### src/rtl/analog_pkg.sv
// sample, sum and DAC code types for the ADC/DAC data path, imported by the data modules
package analog_pkg;

  // converter widths
  localparam int unsigned SAMPLE_W = 14;          // signed sample width
  localparam int unsigned RAW_W    = 16;          // raw ADC bus width
  localparam int unsigned SUM_W    = SAMPLE_W + 1; // one guard bit for gen + ctl

  // raw ADC word, bits [1:0] reserved and dropped
  typedef logic [RAW_W-1:0] adc_raw_t;

  // two's complement sample (ADC, generator, controller, saturated DAC)
  typedef logic signed [SAMPLE_W-1:0] sample_t;

  // sum of generator and controller before saturation
  typedef logic signed [SUM_W-1:0] dac_sum_t;

  // offset-binary code word with negative slope, as the DAC expects it
  typedef logic [SAMPLE_W-1:0] dac_code_t;

  // number of analog channels on the board
  localparam int unsigned CH_N = 2;

endpackage

### src/rtl/capture_pkg.sv
// capture state encoding and buffer word type, imported by the capture blocks
package capture_pkg;

  // capture sequence
  //   idle  -> waiting for arm
  //   armed -> writing continuously, waiting for trigger
  //   post  -> writing the post-trigger samples
  //   done  -> buffer frozen, can be read back
  typedef enum logic [1:0] {
    CAP_IDLE  = 2'd0,
    CAP_ARMED = 2'd1,
    CAP_POST  = 2'd2,
    CAP_DONE  = 2'd3
  } cap_state_e;

  // one buffer word holds both channels, A on top
  typedef struct packed {
    analog_pkg::sample_t a; // channel A
    analog_pkg::sample_t b; // channel B
  } cap_word_t;

endpackage

### src/rtl/capture_ctl_if.sv
// write control bundle shared by the capture FSM, counter and buffer inside the capture path
`timescale 1ns/1ps

interface capture_ctl_if #(
  parameter int unsigned BUF_AW = 5  // buffer address width
) ();

  logic              wr_en;     // write one word this cycle
  logic              post_load; // trigger accepted, load post counter
  logic [BUF_AW-1:0] wr_ptr;    // current write address
  logic              post_done; // last post-trigger write

  // state machine side
  modport fsm (
    output wr_en,
    output post_load,
    input  post_done,
    input  wr_ptr     // trigger address is latched from here
  );

  // pointer and down-counter
  modport counter (
    input  wr_en,
    input  post_load,
    output wr_ptr,
    output post_done
  );

  // sample memory, write side only
  modport buffer (
    input  wr_en,
    input  wr_ptr
  );

endinterface

### src/rtl/adc_front.sv
// ADC input stage: registers raw words, converts to two's complement, muxes in the DAC loopback
`timescale 1ns/1ps

module adc_front (
  input  logic                 adc_clk,
  input  logic                 top_rst,
  input  analog_pkg::adc_raw_t adc_dat_a_i, // raw ADC channel A
  input  analog_pkg::adc_raw_t adc_dat_b_i, // raw ADC channel B
  input  logic                 loop_i,      // digital loopback enable
  input  analog_pkg::sample_t  sat_a_i,     // saturated DAC sample A
  input  analog_pkg::sample_t  sat_b_i,     // saturated DAC sample B
  output analog_pkg::sample_t  adc_a_o,
  output analog_pkg::sample_t  adc_b_o
);

  import analog_pkg::*;

  adc_raw_t raw   [CH_N]; // per channel views of the pins
  sample_t  adc_q [CH_N]; // converted, registered
  sample_t  sat   [CH_N];

  assign raw[0] = adc_dat_a_i;
  assign raw[1] = adc_dat_b_i;
  assign sat[0] = sat_a_i;
  assign sat[1] = sat_b_i;

  for (genvar i = 0; i < CH_N; i++) begin : g_ch
    // input register, drop the two reserved bits
    // neg-slope offset binary -> two's complement: keep msb, flip the rest
    always_ff @(posedge adc_clk, posedge top_rst) begin
      if (top_rst) begin
        adc_q[i] <= '0;
      end else begin
        adc_q[i] <= {raw[i][RAW_W-1], ~raw[i][RAW_W-2:RAW_W-SAMPLE_W]};
      end
    end
  end

  // loopback mux, combinational so DAC value shows up the same cycle
  assign adc_a_o = loop_i ? sat[0] : adc_q[0];
  assign adc_b_o = loop_i ? sat[1] : adc_q[1];

endmodule

### src/rtl/analog_top.sv
// top level of the analog data path: ADC front end, DAC back end and triggered capture
`timescale 1ns/1ps

module analog_top #(
  parameter int unsigned BUF_AW   = 5, // capture buffer address width
  parameter int unsigned POST_LEN = 8  // post-trigger words, below buffer depth
) (
  input  logic                  adc_clk,
  input  logic                  top_rst,     // async, active high
  // ADC
  input  analog_pkg::adc_raw_t  adc_dat_a_i,
  input  analog_pkg::adc_raw_t  adc_dat_b_i,
  // generator and controller samples
  input  analog_pkg::sample_t   gen_a_i,
  input  analog_pkg::sample_t   gen_b_i,
  input  analog_pkg::sample_t   ctl_a_i,
  input  analog_pkg::sample_t   ctl_b_i,
  input  logic                  loop_i,      // digital loopback
  // DAC
  output analog_pkg::dac_code_t dac_dat_o,   // combined data
  output logic                  dac_sel_o,   // channel select
  output logic                  dac_rst_o,   // DAC reset
  // capture
  input  logic                  arm_i,
  input  logic                  trig_i,
  output logic                  done_o,
  output logic [BUF_AW-1:0]     trig_ptr_o,
  input  logic [BUF_AW-1:0]     rd_addr_i,
  output analog_pkg::sample_t   rd_dat_a_o,
  output analog_pkg::sample_t   rd_dat_b_o
);

  import analog_pkg::*;

  sample_t sat_a, sat_b; // saturated DAC values, loopback source
  sample_t adc_a, adc_b; // converted ADC (or loopback) samples

  ////////////////////////////////////////////////////////////////////////////
  // converters
  ////////////////////////////////////////////////////////////////////////////

  adc_front i_adc_front (
    .adc_clk     (adc_clk),
    .top_rst     (top_rst),
    .adc_dat_a_i (adc_dat_a_i),
    .adc_dat_b_i (adc_dat_b_i),
    .loop_i      (loop_i),
    .sat_a_i     (sat_a),
    .sat_b_i     (sat_b),
    .adc_a_o     (adc_a),
    .adc_b_o     (adc_b)
  );

  dac_back i_dac_back (
    .adc_clk   (adc_clk),
    .top_rst   (top_rst),
    .gen_a_i   (gen_a_i),
    .gen_b_i   (gen_b_i),
    .ctl_a_i   (ctl_a_i),
    .ctl_b_i   (ctl_b_i),
    .sat_a_o   (sat_a),
    .sat_b_o   (sat_b),
    .dac_dat_o (dac_dat_o),
    .dac_sel_o (dac_sel_o),
    .dac_rst_o (dac_rst_o)
  );

  ////////////////////////////////////////////////////////////////////////////
  // capture
  ////////////////////////////////////////////////////////////////////////////

  capture_ctl_if #(.BUF_AW(BUF_AW)) cap_ctl ();

  capture_fsm #(.BUF_AW(BUF_AW)) i_capture_fsm (
    .adc_clk    (adc_clk),
    .top_rst    (top_rst),
    .arm_i      (arm_i),
    .trig_i     (trig_i),
    .ctl        (cap_ctl.fsm),
    .done_o     (done_o),
    .trig_ptr_o (trig_ptr_o)
  );

  capture_counter #(
    .BUF_AW   (BUF_AW),
    .POST_LEN (POST_LEN)
  ) i_capture_counter (
    .adc_clk (adc_clk),
    .top_rst (top_rst),
    .ctl     (cap_ctl.counter)
  );

  capture_buffer #(.BUF_AW(BUF_AW)) i_capture_buffer (
    .adc_clk    (adc_clk),
    .ctl        (cap_ctl.buffer),
    .adc_a_i    (adc_a),      // CH 1
    .adc_b_i    (adc_b),      // CH 2
    .rd_addr_i  (rd_addr_i),
    .rd_dat_a_o (rd_dat_a_o),
    .rd_dat_b_o (rd_dat_b_o)
  );

endmodule

### src/rtl/capture_buffer.sv
// two-channel circular sample memory, written from the capture control, read back by address
`timescale 1ns/1ps

module capture_buffer #(
  parameter int unsigned BUF_AW = 5 // depth is 2**BUF_AW words
) (
  input  logic                adc_clk,
  capture_ctl_if.buffer       ctl,
  input  analog_pkg::sample_t adc_a_i,     // channel A sample
  input  analog_pkg::sample_t adc_b_i,     // channel B sample
  input  logic [BUF_AW-1:0]   rd_addr_i,   // read address
  output analog_pkg::sample_t rd_dat_a_o,  // 1 cycle after rd_addr_i
  output analog_pkg::sample_t rd_dat_b_o
);

  import capture_pkg::*;

  localparam int unsigned DEPTH = 2 ** BUF_AW;

  cap_word_t mem [DEPTH]; // plain RAM, no reset
  cap_word_t wr_word;
  cap_word_t rd_q;

  assign wr_word.a = adc_a_i;
  assign wr_word.b = adc_b_i;

  // write port
  always_ff @(posedge adc_clk) begin
    if (ctl.wr_en) begin
      mem[ctl.wr_ptr] <= wr_word;
    end
  end

  // registered read port, maps onto block RAM
  always_ff @(posedge adc_clk) begin
    rd_q <= mem[rd_addr_i];
  end

  assign rd_dat_a_o = rd_q.a;
  assign rd_dat_b_o = rd_q.b;

endmodule

### src/rtl/capture_counter.sv
// capture write pointer and post-trigger down-counter, driven from the capture control bundle
`timescale 1ns/1ps

module capture_counter #(
  parameter int unsigned BUF_AW   = 5, // buffer address width
  parameter int unsigned POST_LEN = 8  // words after the trigger word
) (
  input  logic          adc_clk,
  input  logic          top_rst,
  capture_ctl_if.counter ctl
);

  // POST_LEN < depth, so the address width is enough for the counter
  localparam logic [BUF_AW-1:0] CNT_INIT = BUF_AW'(POST_LEN);
  localparam logic [BUF_AW-1:0] CNT_LAST = BUF_AW'(1);

  logic [BUF_AW-1:0] ptr_q;
  logic [BUF_AW-1:0] cnt_q; // words still to write after trigger

  // circular pointer, power of two depth wraps on its own
  always_ff @(posedge adc_clk, posedge top_rst) begin
    if (top_rst) begin
      ptr_q <= '0;
    end else if (ctl.wr_en) begin
      ptr_q <= ptr_q + 1'b1;
    end
  end

  // load on trigger, count post writes down to zero
  // stays at zero while armed so post_done cannot fire early
  always_ff @(posedge adc_clk, posedge top_rst) begin
    if (top_rst) begin
      cnt_q <= '0;
    end else if (ctl.post_load) begin
      cnt_q <= CNT_INIT;
    end else if (ctl.wr_en && (cnt_q != '0)) begin
      cnt_q <= cnt_q - 1'b1;
    end
  end

  assign ctl.wr_ptr    = ptr_q;
  assign ctl.post_done = ctl.wr_en && (cnt_q == CNT_LAST); // last post write

endmodule

### src/rtl/capture_fsm.sv
// capture sequencer: arm, trigger, post-trigger fill and done, drives the buffer write control
`timescale 1ns/1ps

module capture_fsm #(
  parameter int unsigned BUF_AW = 5        // width of the latched trigger address
) (
  input  logic              adc_clk,
  input  logic              top_rst,
  input  logic              arm_i,         // start a new capture
  input  logic              trig_i,        // trigger strobe
  capture_ctl_if.fsm        ctl,
  output logic              done_o,        // capture complete
  output logic [BUF_AW-1:0] trig_ptr_o     // address of the trigger word
);

  import capture_pkg::*;

  cap_state_e        state_q, state_d;
  logic [BUF_AW-1:0] trig_ptr_q;

  // next state
  always_comb begin
    state_d = state_q;
    case (state_q)
      CAP_IDLE, CAP_DONE: if (arm_i)         state_d = CAP_ARMED;
      CAP_ARMED:          if (trig_i)        state_d = CAP_POST;
      CAP_POST:           if (ctl.post_done) state_d = CAP_DONE;
      default:                               state_d = CAP_IDLE;
    endcase
  end

  always_ff @(posedge adc_clk, posedge top_rst) begin
    if (top_rst) begin
      state_q <= CAP_IDLE;
    end else begin
      state_q <= state_d;
    end
  end

  // write while armed and through the post-trigger run
  assign ctl.wr_en     = (state_q == CAP_ARMED) || (state_q == CAP_POST);
  assign ctl.post_load = (state_q == CAP_ARMED) && trig_i; // one cycle only

  // trigger word goes to the current wr_ptr, keep its address
  always_ff @(posedge adc_clk, posedge top_rst) begin
    if (top_rst) begin
      trig_ptr_q <= '0;
    end else if (ctl.post_load) begin
      trig_ptr_q <= ctl.wr_ptr;
    end
  end

  assign trig_ptr_o = trig_ptr_q;
  assign done_o     = (state_q == CAP_DONE); // drops as soon as re-armed

endmodule

### src/rtl/dac_back.sv
// DAC output stage: sums generator and controller, saturates, converts and interleaves channels
`timescale 1ns/1ps

module dac_back (
  input  logic                  adc_clk,
  input  logic                  top_rst,
  input  analog_pkg::sample_t   gen_a_i,   // generator A
  input  analog_pkg::sample_t   gen_b_i,   // generator B
  input  analog_pkg::sample_t   ctl_a_i,   // controller A
  input  analog_pkg::sample_t   ctl_b_i,   // controller B
  output analog_pkg::sample_t   sat_a_o,   // saturated A, to loopback
  output analog_pkg::sample_t   sat_b_o,   // saturated B, to loopback
  output analog_pkg::dac_code_t dac_dat_o, // interleaved DAC bus
  output logic                  dac_sel_o, // 1 -> A on bus, 0 -> B
  output logic                  dac_rst_o  // DAC reset
);

  import analog_pkg::*;

  sample_t   gen  [CH_N];
  sample_t   ctl  [CH_N];
  dac_sum_t  sum  [CH_N]; // 15 bit, cannot overflow
  sample_t   sat  [CH_N];
  dac_code_t code [CH_N];
  logic      sel_q;

  assign gen[0] = gen_a_i;
  assign gen[1] = gen_b_i;
  assign ctl[0] = ctl_a_i;
  assign ctl[1] = ctl_b_i;

  ////////////////////////////////////////////////////////////////////////////
  // per channel sum, saturation and code conversion
  ////////////////////////////////////////////////////////////////////////////

  for (genvar i = 0; i < CH_N; i++) begin : g_ch
    assign sum[i] = gen[i] + ctl[i]; // both sign extended to 15 bits

    // top two bits differ -> out of range, clamp toward the sign
    assign sat[i] = (^sum[i][SUM_W-1 -: 2])
                  ? {sum[i][SUM_W-1], {(SAMPLE_W-1){~sum[i][SUM_W-1]}}}
                  : sum[i][SAMPLE_W-1:0];

    // back to neg-slope offset binary
    assign code[i] = {sat[i][SAMPLE_W-1], ~sat[i][SAMPLE_W-2:0]};
  end

  assign sat_a_o = sat[0];
  assign sat_b_o = sat[1];

  ////////////////////////////////////////////////////////////////////////////
  // interleaved output register
  ////////////////////////////////////////////////////////////////////////////

  // sel flips every edge, data follows the new sel value
  always_ff @(posedge adc_clk, posedge top_rst) begin
    if (top_rst) begin
      sel_q     <= 1'b0;
      dac_dat_o <= '0;
    end else begin
      sel_q     <= ~sel_q;
      dac_dat_o <= sel_q ? code[1] : code[0]; // new sel 1 -> A
    end
  end

  assign dac_sel_o = sel_q;

  // DAC held in reset, released one edge after top_rst drops
  always_ff @(posedge adc_clk, posedge top_rst) begin
    if (top_rst) begin
      dac_rst_o <= 1'b1;
    end else begin
      dac_rst_o <= 1'b0;
    end
  end

endmodule

### config.mk
export PLATFORM = sky130hd
export DESIGN_NAME = analog_top
export DESIGN_NICKNAME = d
export VERILOG_FILES = /design/src/rtl/analog_pkg.sv /design/src/rtl/capture_pkg.sv /design/src/rtl/capture_ctl_if.sv /design/src/rtl/adc_front.sv /design/src/rtl/analog_top.sv /design/src/rtl/capture_buffer.sv /design/src/rtl/capture_counter.sv /design/src/rtl/capture_fsm.sv /design/src/rtl/dac_back.sv
export SDC_FILE = /design/constraint.sdc
export NUM_CORES = 1
export LEC_CHECK = 0
export BUFFER_PORTS_ARGS = -buffer_cell sky130_fd_sc_hd__buf_2
export CELL_PAD_IN_SITES_DETAIL_PLACEMENT = 1
export CELL_PAD_IN_SITES_GLOBAL_PLACEMENT = 2
export CORE_AREA = 2 2 349 420
export DETAILED_ROUTE_END_ITERATION = 8
export DIE_AREA = 0 0 351 422
export GPL_TIMING_DRIVEN = 1
export PLACE_DENSITY_LB_ADDON = 0.1
export SLEW_MARGIN = 40
export SYNTH_ARGS = -nofsm -noshare
export SYNTH_HDL_FRONTEND = slang
export SYNTH_SLANG_ARGS = --single-unit
### constraint.sdc
create_clock -name adc_clk -period 4.9 [get_ports adc_clk]
set_input_delay 0.245 -clock adc_clk [delete_from_list [all_inputs] [get_ports adc_clk]]
set_output_delay 0.245 -clock adc_clk [all_outputs]
set_load 0.01 [all_outputs]
==> impl_metrics.tcl, run 1 <==
set metrics [dict create \
    status "finished clean" \
    overflow 0 \
    switchingPower_uw 5880 \
    drive_gt1_share_pct 36.0 \
    synth_edf_count 896 \
    period_minus_slack_ns 3.33 \
    cp_max_fo 33 \
    dp_hpwl_um 71900 \
    drv_slew 0 \
    max_stage_delay_ns 0.52 \
    synth.cell_area_sq_mm 0.0386 \
    cts.htree.levels 3 \
    final_core_utilization_pct 32.6 \
    totalPowerFinal_uw 22000 \
    io_pins 148 \
    cp_data_arrival_time_ns 3.79 \
    synth_top_cell_by_area "edfxtp_1" \
    cap_violations 0 \
    viasPerCell 4.59 \
    p_int_uw 16100 \
    grt_antenna_before_repair 0 \
    endpoint_kind "flop" \
    seq_power_share_pct 48.2 \
    fp.dieW_um 351 \
    layout_setup_ws_ns 1.57 \
    drt_wl_total_um 115000 \
    start_util_pct 26.8 \
    p_leak_uw 0.0153 \
    ant_nets 0 \
    syn_nets 1917 \
    grt_use_total_pct 15.9 \
    hold_viol 0 \
    cpMaxStageDelayCell "dlygate4sd3_1" \
    die_height_um 422 \
    grt_pass1_wl_um 165000 \
    tightest_slew_ns 0.849 \
    combPwrFrac_pct 15.5 \
    synthCells 1779 \
    tns_ns 0 \
    grt_pass1_vias 21400 \
    wire_per_inst_um 28.1 \
    final_nets 2216 \
    rsz0062_at_grt "no" \
    period_share_pct 68.0 \
    vias 18800 \
    placed_area_sq_mm 0.0432 \
    critPathMostFrequentCell "buf_4" \
    p_per_area_mw_per_mm2 468 \
    root_buffer "clkbuf_16" \
    drt-initial-drc-count 1328 \
    pwr-share-clk_pct 36.3 \
    synth-async-reset-ratio_pct 6.19 \
    yosysSeqAreaShare_pct 75.0 \
    setup_viol 0 \
    rows 153 \
    io_buffers 143 \
    cts_tree "done" \
    synth-warning-count 0 \
    stdcell_area_sq_mm 0.0470 \
    area_growth_pct 21.6 \
    clock_path_buffers 3 \
    first_pass_iters 6 \
    ys_types 68 \
    drc 0 \
    finClkSkew_ns 0.0286 \
    synth_top_area_share_pct 69.6 \
    critPathLaunchType "input port" \
    core_sq_mm 0.144 \
    numCtsBuffers 109 \
    insertion_delay_ns 0.71 \
    fmax_ghz 0.300 \
    gp_congestion 0.727 \
    cp.required_ns 5.36 \
    ir_worst_vdd_v 0.000261 \
    critPathTopFamily "buffers and inverters" \
    grt_max_degree 62 \
    path_buf_inv 5 \
    die-area_sq_mm 0.148 \
    syn_area_per_cell_sq_um 21.7 \
    ys_seq_elements 985 \
    hold_class "input port to flop" \
    clock-sinks 985 \
    post-cts-setup-buffers 0 \
    worstPathCellList "dlygate4sd3_1 -> buf_2 -> ha_1 -> inv_1 -> fa_1 -> nor2b_1 -> o2111ai_1 -> a211oi_1 -> nor3_1 -> nor3_2 -> buf_4 -> a21boi_0 -> o2bb2ai_2 -> buf_4" \
    yosys_most_used_dff "edfxtp_1" \
    fillers 14300 \
    path_clk_slew_ns 0.05 \
    slew_headroom_pct 43.3 \
    crit_type "input port to flop" \
    switching_share_pct 26.7 \
    dp_slack_ns 1.21 \
    synth_area_leaders "edfxtp_1, mux4_2, dfrtp_1" \
]
==> cell usage in the layout (no fill, tap or decap), types with 5 or more instances in the layout <==
cell type        n
edfxtp_1       896
mux4_2         280
buf_2          139
clkbuf_16      110
dfrtp_1         60
buf_4           52
inv_1           47
ha_1            38
a21oi_1         36
mux2_2          33
nor2_4          32
dlygate4sd3_1   32
clkbuf_1        29
buf_12          29
dfxtp_1         28
nor2_1          27
clkinv_2        25
o2bb2ai_2       21
nand2_1         19
clkinv_1        19
o21ai_0         18
xnor2_1         18
nor3_1          10
o22a_1          10
buf_16          10
o21a_1           8
clkbuf_8         8
buf_8            8
nand3_1          7
bufinv_16        7
o211ai_1         6
nor2b_1          5
a21o_1           5
xor2_1           5
==> worst min-delay path: cells and delay by family <==
| kind | cells | cell delay (ns) |
|---|---|---|
| AOI/OAI and AO/OA | 2 | 0.23 |
| buffers and inverters | 1 | 0.08 |
| adders and majority gates | 1 | 0.15 |
==> power by group through the flow <==
stage               registers (uW)  logic [uW]  clock network (uW)
finish                       10600        3410                7990
global route                 10700        3700                8520
CTS                          10600        3540                8240
detailed placement           10800        3510                   0
global placement             10700        3340                   0
floorplan                    10700        1660                   0
==> cells in the mapped netlist, types with 19 or more instances <==
cell,count
dfxtp_1,28
clkbuf_1,59
a21oi_1,38
mux4_2,280
ha_1,38
o2bb2ai_1,22
buf_2,20
nand2_1,19
mux2_2,33
nor2_1,59
dfrtp_1,60
inv_1,48
edfxtp_1,896
==> area by class of cell <==
class | count | area [sq um] | share of cell area, %
antenna | 1 | 2.50 | 0.00532
clock buffer | 147 | 2970 | 6.32
clock inverter | 56 | 479 | 1.02
inverter | 49 | 185 | 0.394
multi-input combinational | 660 | 9530 | 20.3
sequential | 985 | 29000 | 61.7
tap | 1937 | 2420 | 5.16
timing repair buffer | 273 | 2410 | 5.13
==> state kept, by name (all words and copies together) (netlist names) <==
name	count
i_adc_front.adc_q	28
i_dac_back.dac_rst_o	1
i_dac_back.dac_dat_o	14
i_capture_counter.ctl.wr_ptr	5
i_capture_counter.cnt_q	5
i_capture_buffer.rd_dat_b_o	14
i_dac_back.dac_sel_o	1
i_capture_fsm.trig_ptr_o	5
i_capture_buffer.rd_dat_a_o	14
i_capture_fsm.state_q	2
i_capture_buffer.mem	896
==> repair_timing <==
item,CTS,global route
hold buffers,32,0
resized for setup,0,0
hold endpoints to repair,95,0
==> cells by family after synthesis <==
family,Yosys count,share of synthesized area (%)
xor+xnor,23,0.521
compound gates,146,2.65
other cells,1,0.00970
fa+ha+maj,41,1.36
buf+inv,134,1.41
simple gates,134,1.69
flops,985,75.0
mux,315,17.3
==> path summary, 6_finish.rpt <==
check	startpoint	cells after the start	end	slack [ns]
max	ctl_b_i[0]	14	i_capture_buffer.mem[4][1]	1.57
min	gen_b_i[0]	4	i_dac_back.dac_dat_o[0]	0.05
max reg2reg	i_capture_fsm.state_q[0]	6	i_capture_buffer.mem[17][2]	1.99
min reg2reg	i_capture_fsm.trig_ptr_o[3]	1	i_capture_fsm.trig_ptr_o[3]	0.52
max in group asynchronous	top_rst	4	i_adc_front.adc_q[12]	4.19
min in group asynchronous	top_rst	4	i_adc_front.adc_q[22]	0.26
==> metrics by stage <==
stage,hold slack (ns),cells
after detailed placement,0.372,3870
after global routing,0.0396,4107
after CTS,0.000997,4105
after global placement,0.372,3855
final,0.0536,4108
after floorplan,0.276,1779
==> metal layers <==
metal  wire length [um]  track usage (%)  up-vias
met5                  0                0        -
met4               1850             3.67        0
met3               3500             2.31      109
met2              59900             27.6      261
met1              50200             20.8    10400
li1                   -                -     8047
No activity file was read; power rests on OpenSTA's default activity.
==> run 2, diff against run 1 <==
Clock period 4.9 ns to 2.75 ns, I/O delays scaled along.
==> run 2 against run 1 <==
  * Count of clock-buffer cells in the layout decreased by 1
  * Global-route usage increased by 0.71 points
  * Register-to-register slack got worse by 1.5 ns
  * Clock power increased by 80%
  * Worst setup slack got worse by 1.4 ns
  * Final cell count increased by 3.0%
  * First-iteration DRC count increased by 12%
  * Worst hold slack got worse by 0.019 ns
  * Critical endpoint is now i_dac_back.dac_dat_o[0]
  * Highest routed layer unchanged
==> impl_metrics.tcl, run 2 (synthesis results as in run 1) <==
set metrics [dict create \
    status "finished clean" \
    fmax_ghz 0.395 \
    io_buffers 143 \
    cap_violations 0 \
    vias 19700 \
    ir_worst_vdd_v 0.000490 \
    placed_area_sq_mm 0.0447 \
    die-area_sq_mm 0.148 \
    core_sq_mm 0.144 \
    totalPowerFinal_uw 40100 \
    gp_congestion 0.724 \
    grt_antenna_before_repair 1 \
    io_pins 148 \
    layout.cells.most_common "edfxtp_1" \
    clock_path_buffers 3 \
    max_stage_delay_ns 0.55 \
    root_buffer "clkbuf_16" \
    cts_tree "done" \
    cts.htree.levels 3 \
    stdcell_area_sq_mm 0.0486 \
    dp_slack_ns -0.375 \
    drc 0 \
    crit_type "input port to flop" \
    tightest_slew_ns 0.686 \
    cp_max_fo 13 \
    grt_max_degree 46 \
    die_height_um 422 \
    layout_setup_ws_ns 0.216 \
    drv_slew 0 \
    area_growth_pct 25.7 \
    cp_data_arrival_time_ns 3.20 \
    numCtsBuffers 108 \
    p_leak_uw 0.0161 \
    dp_hpwl_um 71300 \
    wire_per_inst_um 28.5 \
    slew_headroom_pct 54.3 \
    overflow 0 \
    tns_ns 0 \
    final_nets 2344 \
    start_util_pct 26.8 \
    top_register "i_capture_buffer.mem" \
    cp.required_ns 3.42 \
    rows 153 \
    top_regs "i_capture_buffer.mem: 896 flops, i_adc_front.adc_q: 28 flops" \
    grt_use_total_pct 16.6 \
    mostFrequentLayoutCells "edfxtp_1, mux4_2, buf_4" \
    period_share_pct 92.1 \
    hold_class "input port to asynchronous set/reset pin" \
    setup_viol 0 \
    clock-sinks 985 \
    path_buf_inv 4 \
    drt-initial-drc-count 1493 \
    period_minus_slack_ns 2.53 \
    critPathLaunchType "input port" \
    cpMaxStageDelayCell "dlygate4sd3_1" \
    grt_pass1_wl_um 171000 \
    path_clk_slew_ns 0.06 \
    grt_pass1_vias 21800 \
    viasPerCell 4.66 \
    hold_viol 0 \
    final_core_utilization_pct 33.7 \
    largest_register_ffs 896 \
    rsz0062_at_grt "no" \
    first_pass_iters 5 \
    finClkSkew_ns 0.0516 \
    insertion_delay_ns 0.74 \
    fp.dieW_um 351 \
    worstPathCellList "buf_2 -> ha_1 -> a21oi_1 -> o21ai_0 -> or4_1 -> o32ai_1 -> a21oi_4 -> buf_12 -> buf_4 -> o21ai_2 -> o22a_1 -> dlygate4sd3_1" \
    ant_nets 0 \
    drt_wl_total_um 121000 \
    p_per_area_mw_per_mm2 825 \
    endpoint_kind "flop" \
    critPathTopFamily "compound AO/OA/AOI/OAI gates" \
    drive_gt1_share_pct 39.5 \
]
-- run 2: worst paths after layout --
kind | cells past startpoint | endpoint | slack [ns] | from
setup / recovery | 12 | i_dac_back.dac_dat_o[0] | 0.22 | gen_b_i[8]
hold / removal | 3 | i_adc_front.adc_q[7] | 0.03 | top_rst
setup reg to reg | 6 | i_capture_buffer.mem[3][14] | 0.51 | i_capture_fsm.state_q[0]
hold reg to reg | 2 | i_capture_fsm.trig_ptr_o[1] | 0.51 | i_capture_fsm.trig_ptr_o[1]
max in group asynchronous | 4 | i_dac_back.dac_rst_o | 2.01 | top_rst
min in group adc_clk | 3 | i_adc_front.adc_q[18] | 0.09 | adc_dat_a_i[6]
-- run 2: worst register-to-register path, stage by stage (launching register included) --
cell	delay, ns
dfrtp_1	0.41
inv_1	0.06
ha_1	0.34
nand2b_1	0.20
buf_12	0.18
nor2_4	0.40
buf_12	0.32
-- run 2: layout make-up --
class	count	area, sq um
inverter	49	185
fill	14100	95600
clock buffer	146	2920
multi-input combinational	660	9660
timing repair buffer	402	3800
tap	1937	2420
antenna	2	5.00
sequential	985	29000
clock inverter	49	586
-- run 2: metrics by stage --
stage               instances  hold WS, ns
CTS                      4224       0.0197
global route             4229       0.0711
finish                   4230       0.0346
detailed placement       3994        0.248
global placement         3994        0.254
floorplan                1779        0.169
-- run 2: what timing repair did --
item	in CTS	in global routing
endpoints found under the hold margin	74	0
setup endpoints to repair	0	1
hold buffers	35	0
buffers inserted	0	4
gates resized for setup	0	1
-- run 2: routing by layer --
metal | part of all wire, % | global-route usage (%) | vias up
met4 | 1.8 | 4.30 | 0
met2 | 52 | 28.7 | 391
li1 | - | - | 8274
met1 | 43 | 21.9 | 10900
met3 | 3.2 | 2.16 | 121
met5 | 0 | 0 | -
-- run 2: report_power, final --
part	switching [uW]	leakage (uW)	internal [uW]
sequential	461	0.00905	18400
clock	6100	0.00169	8300
combinational	4230	0.00534	2600
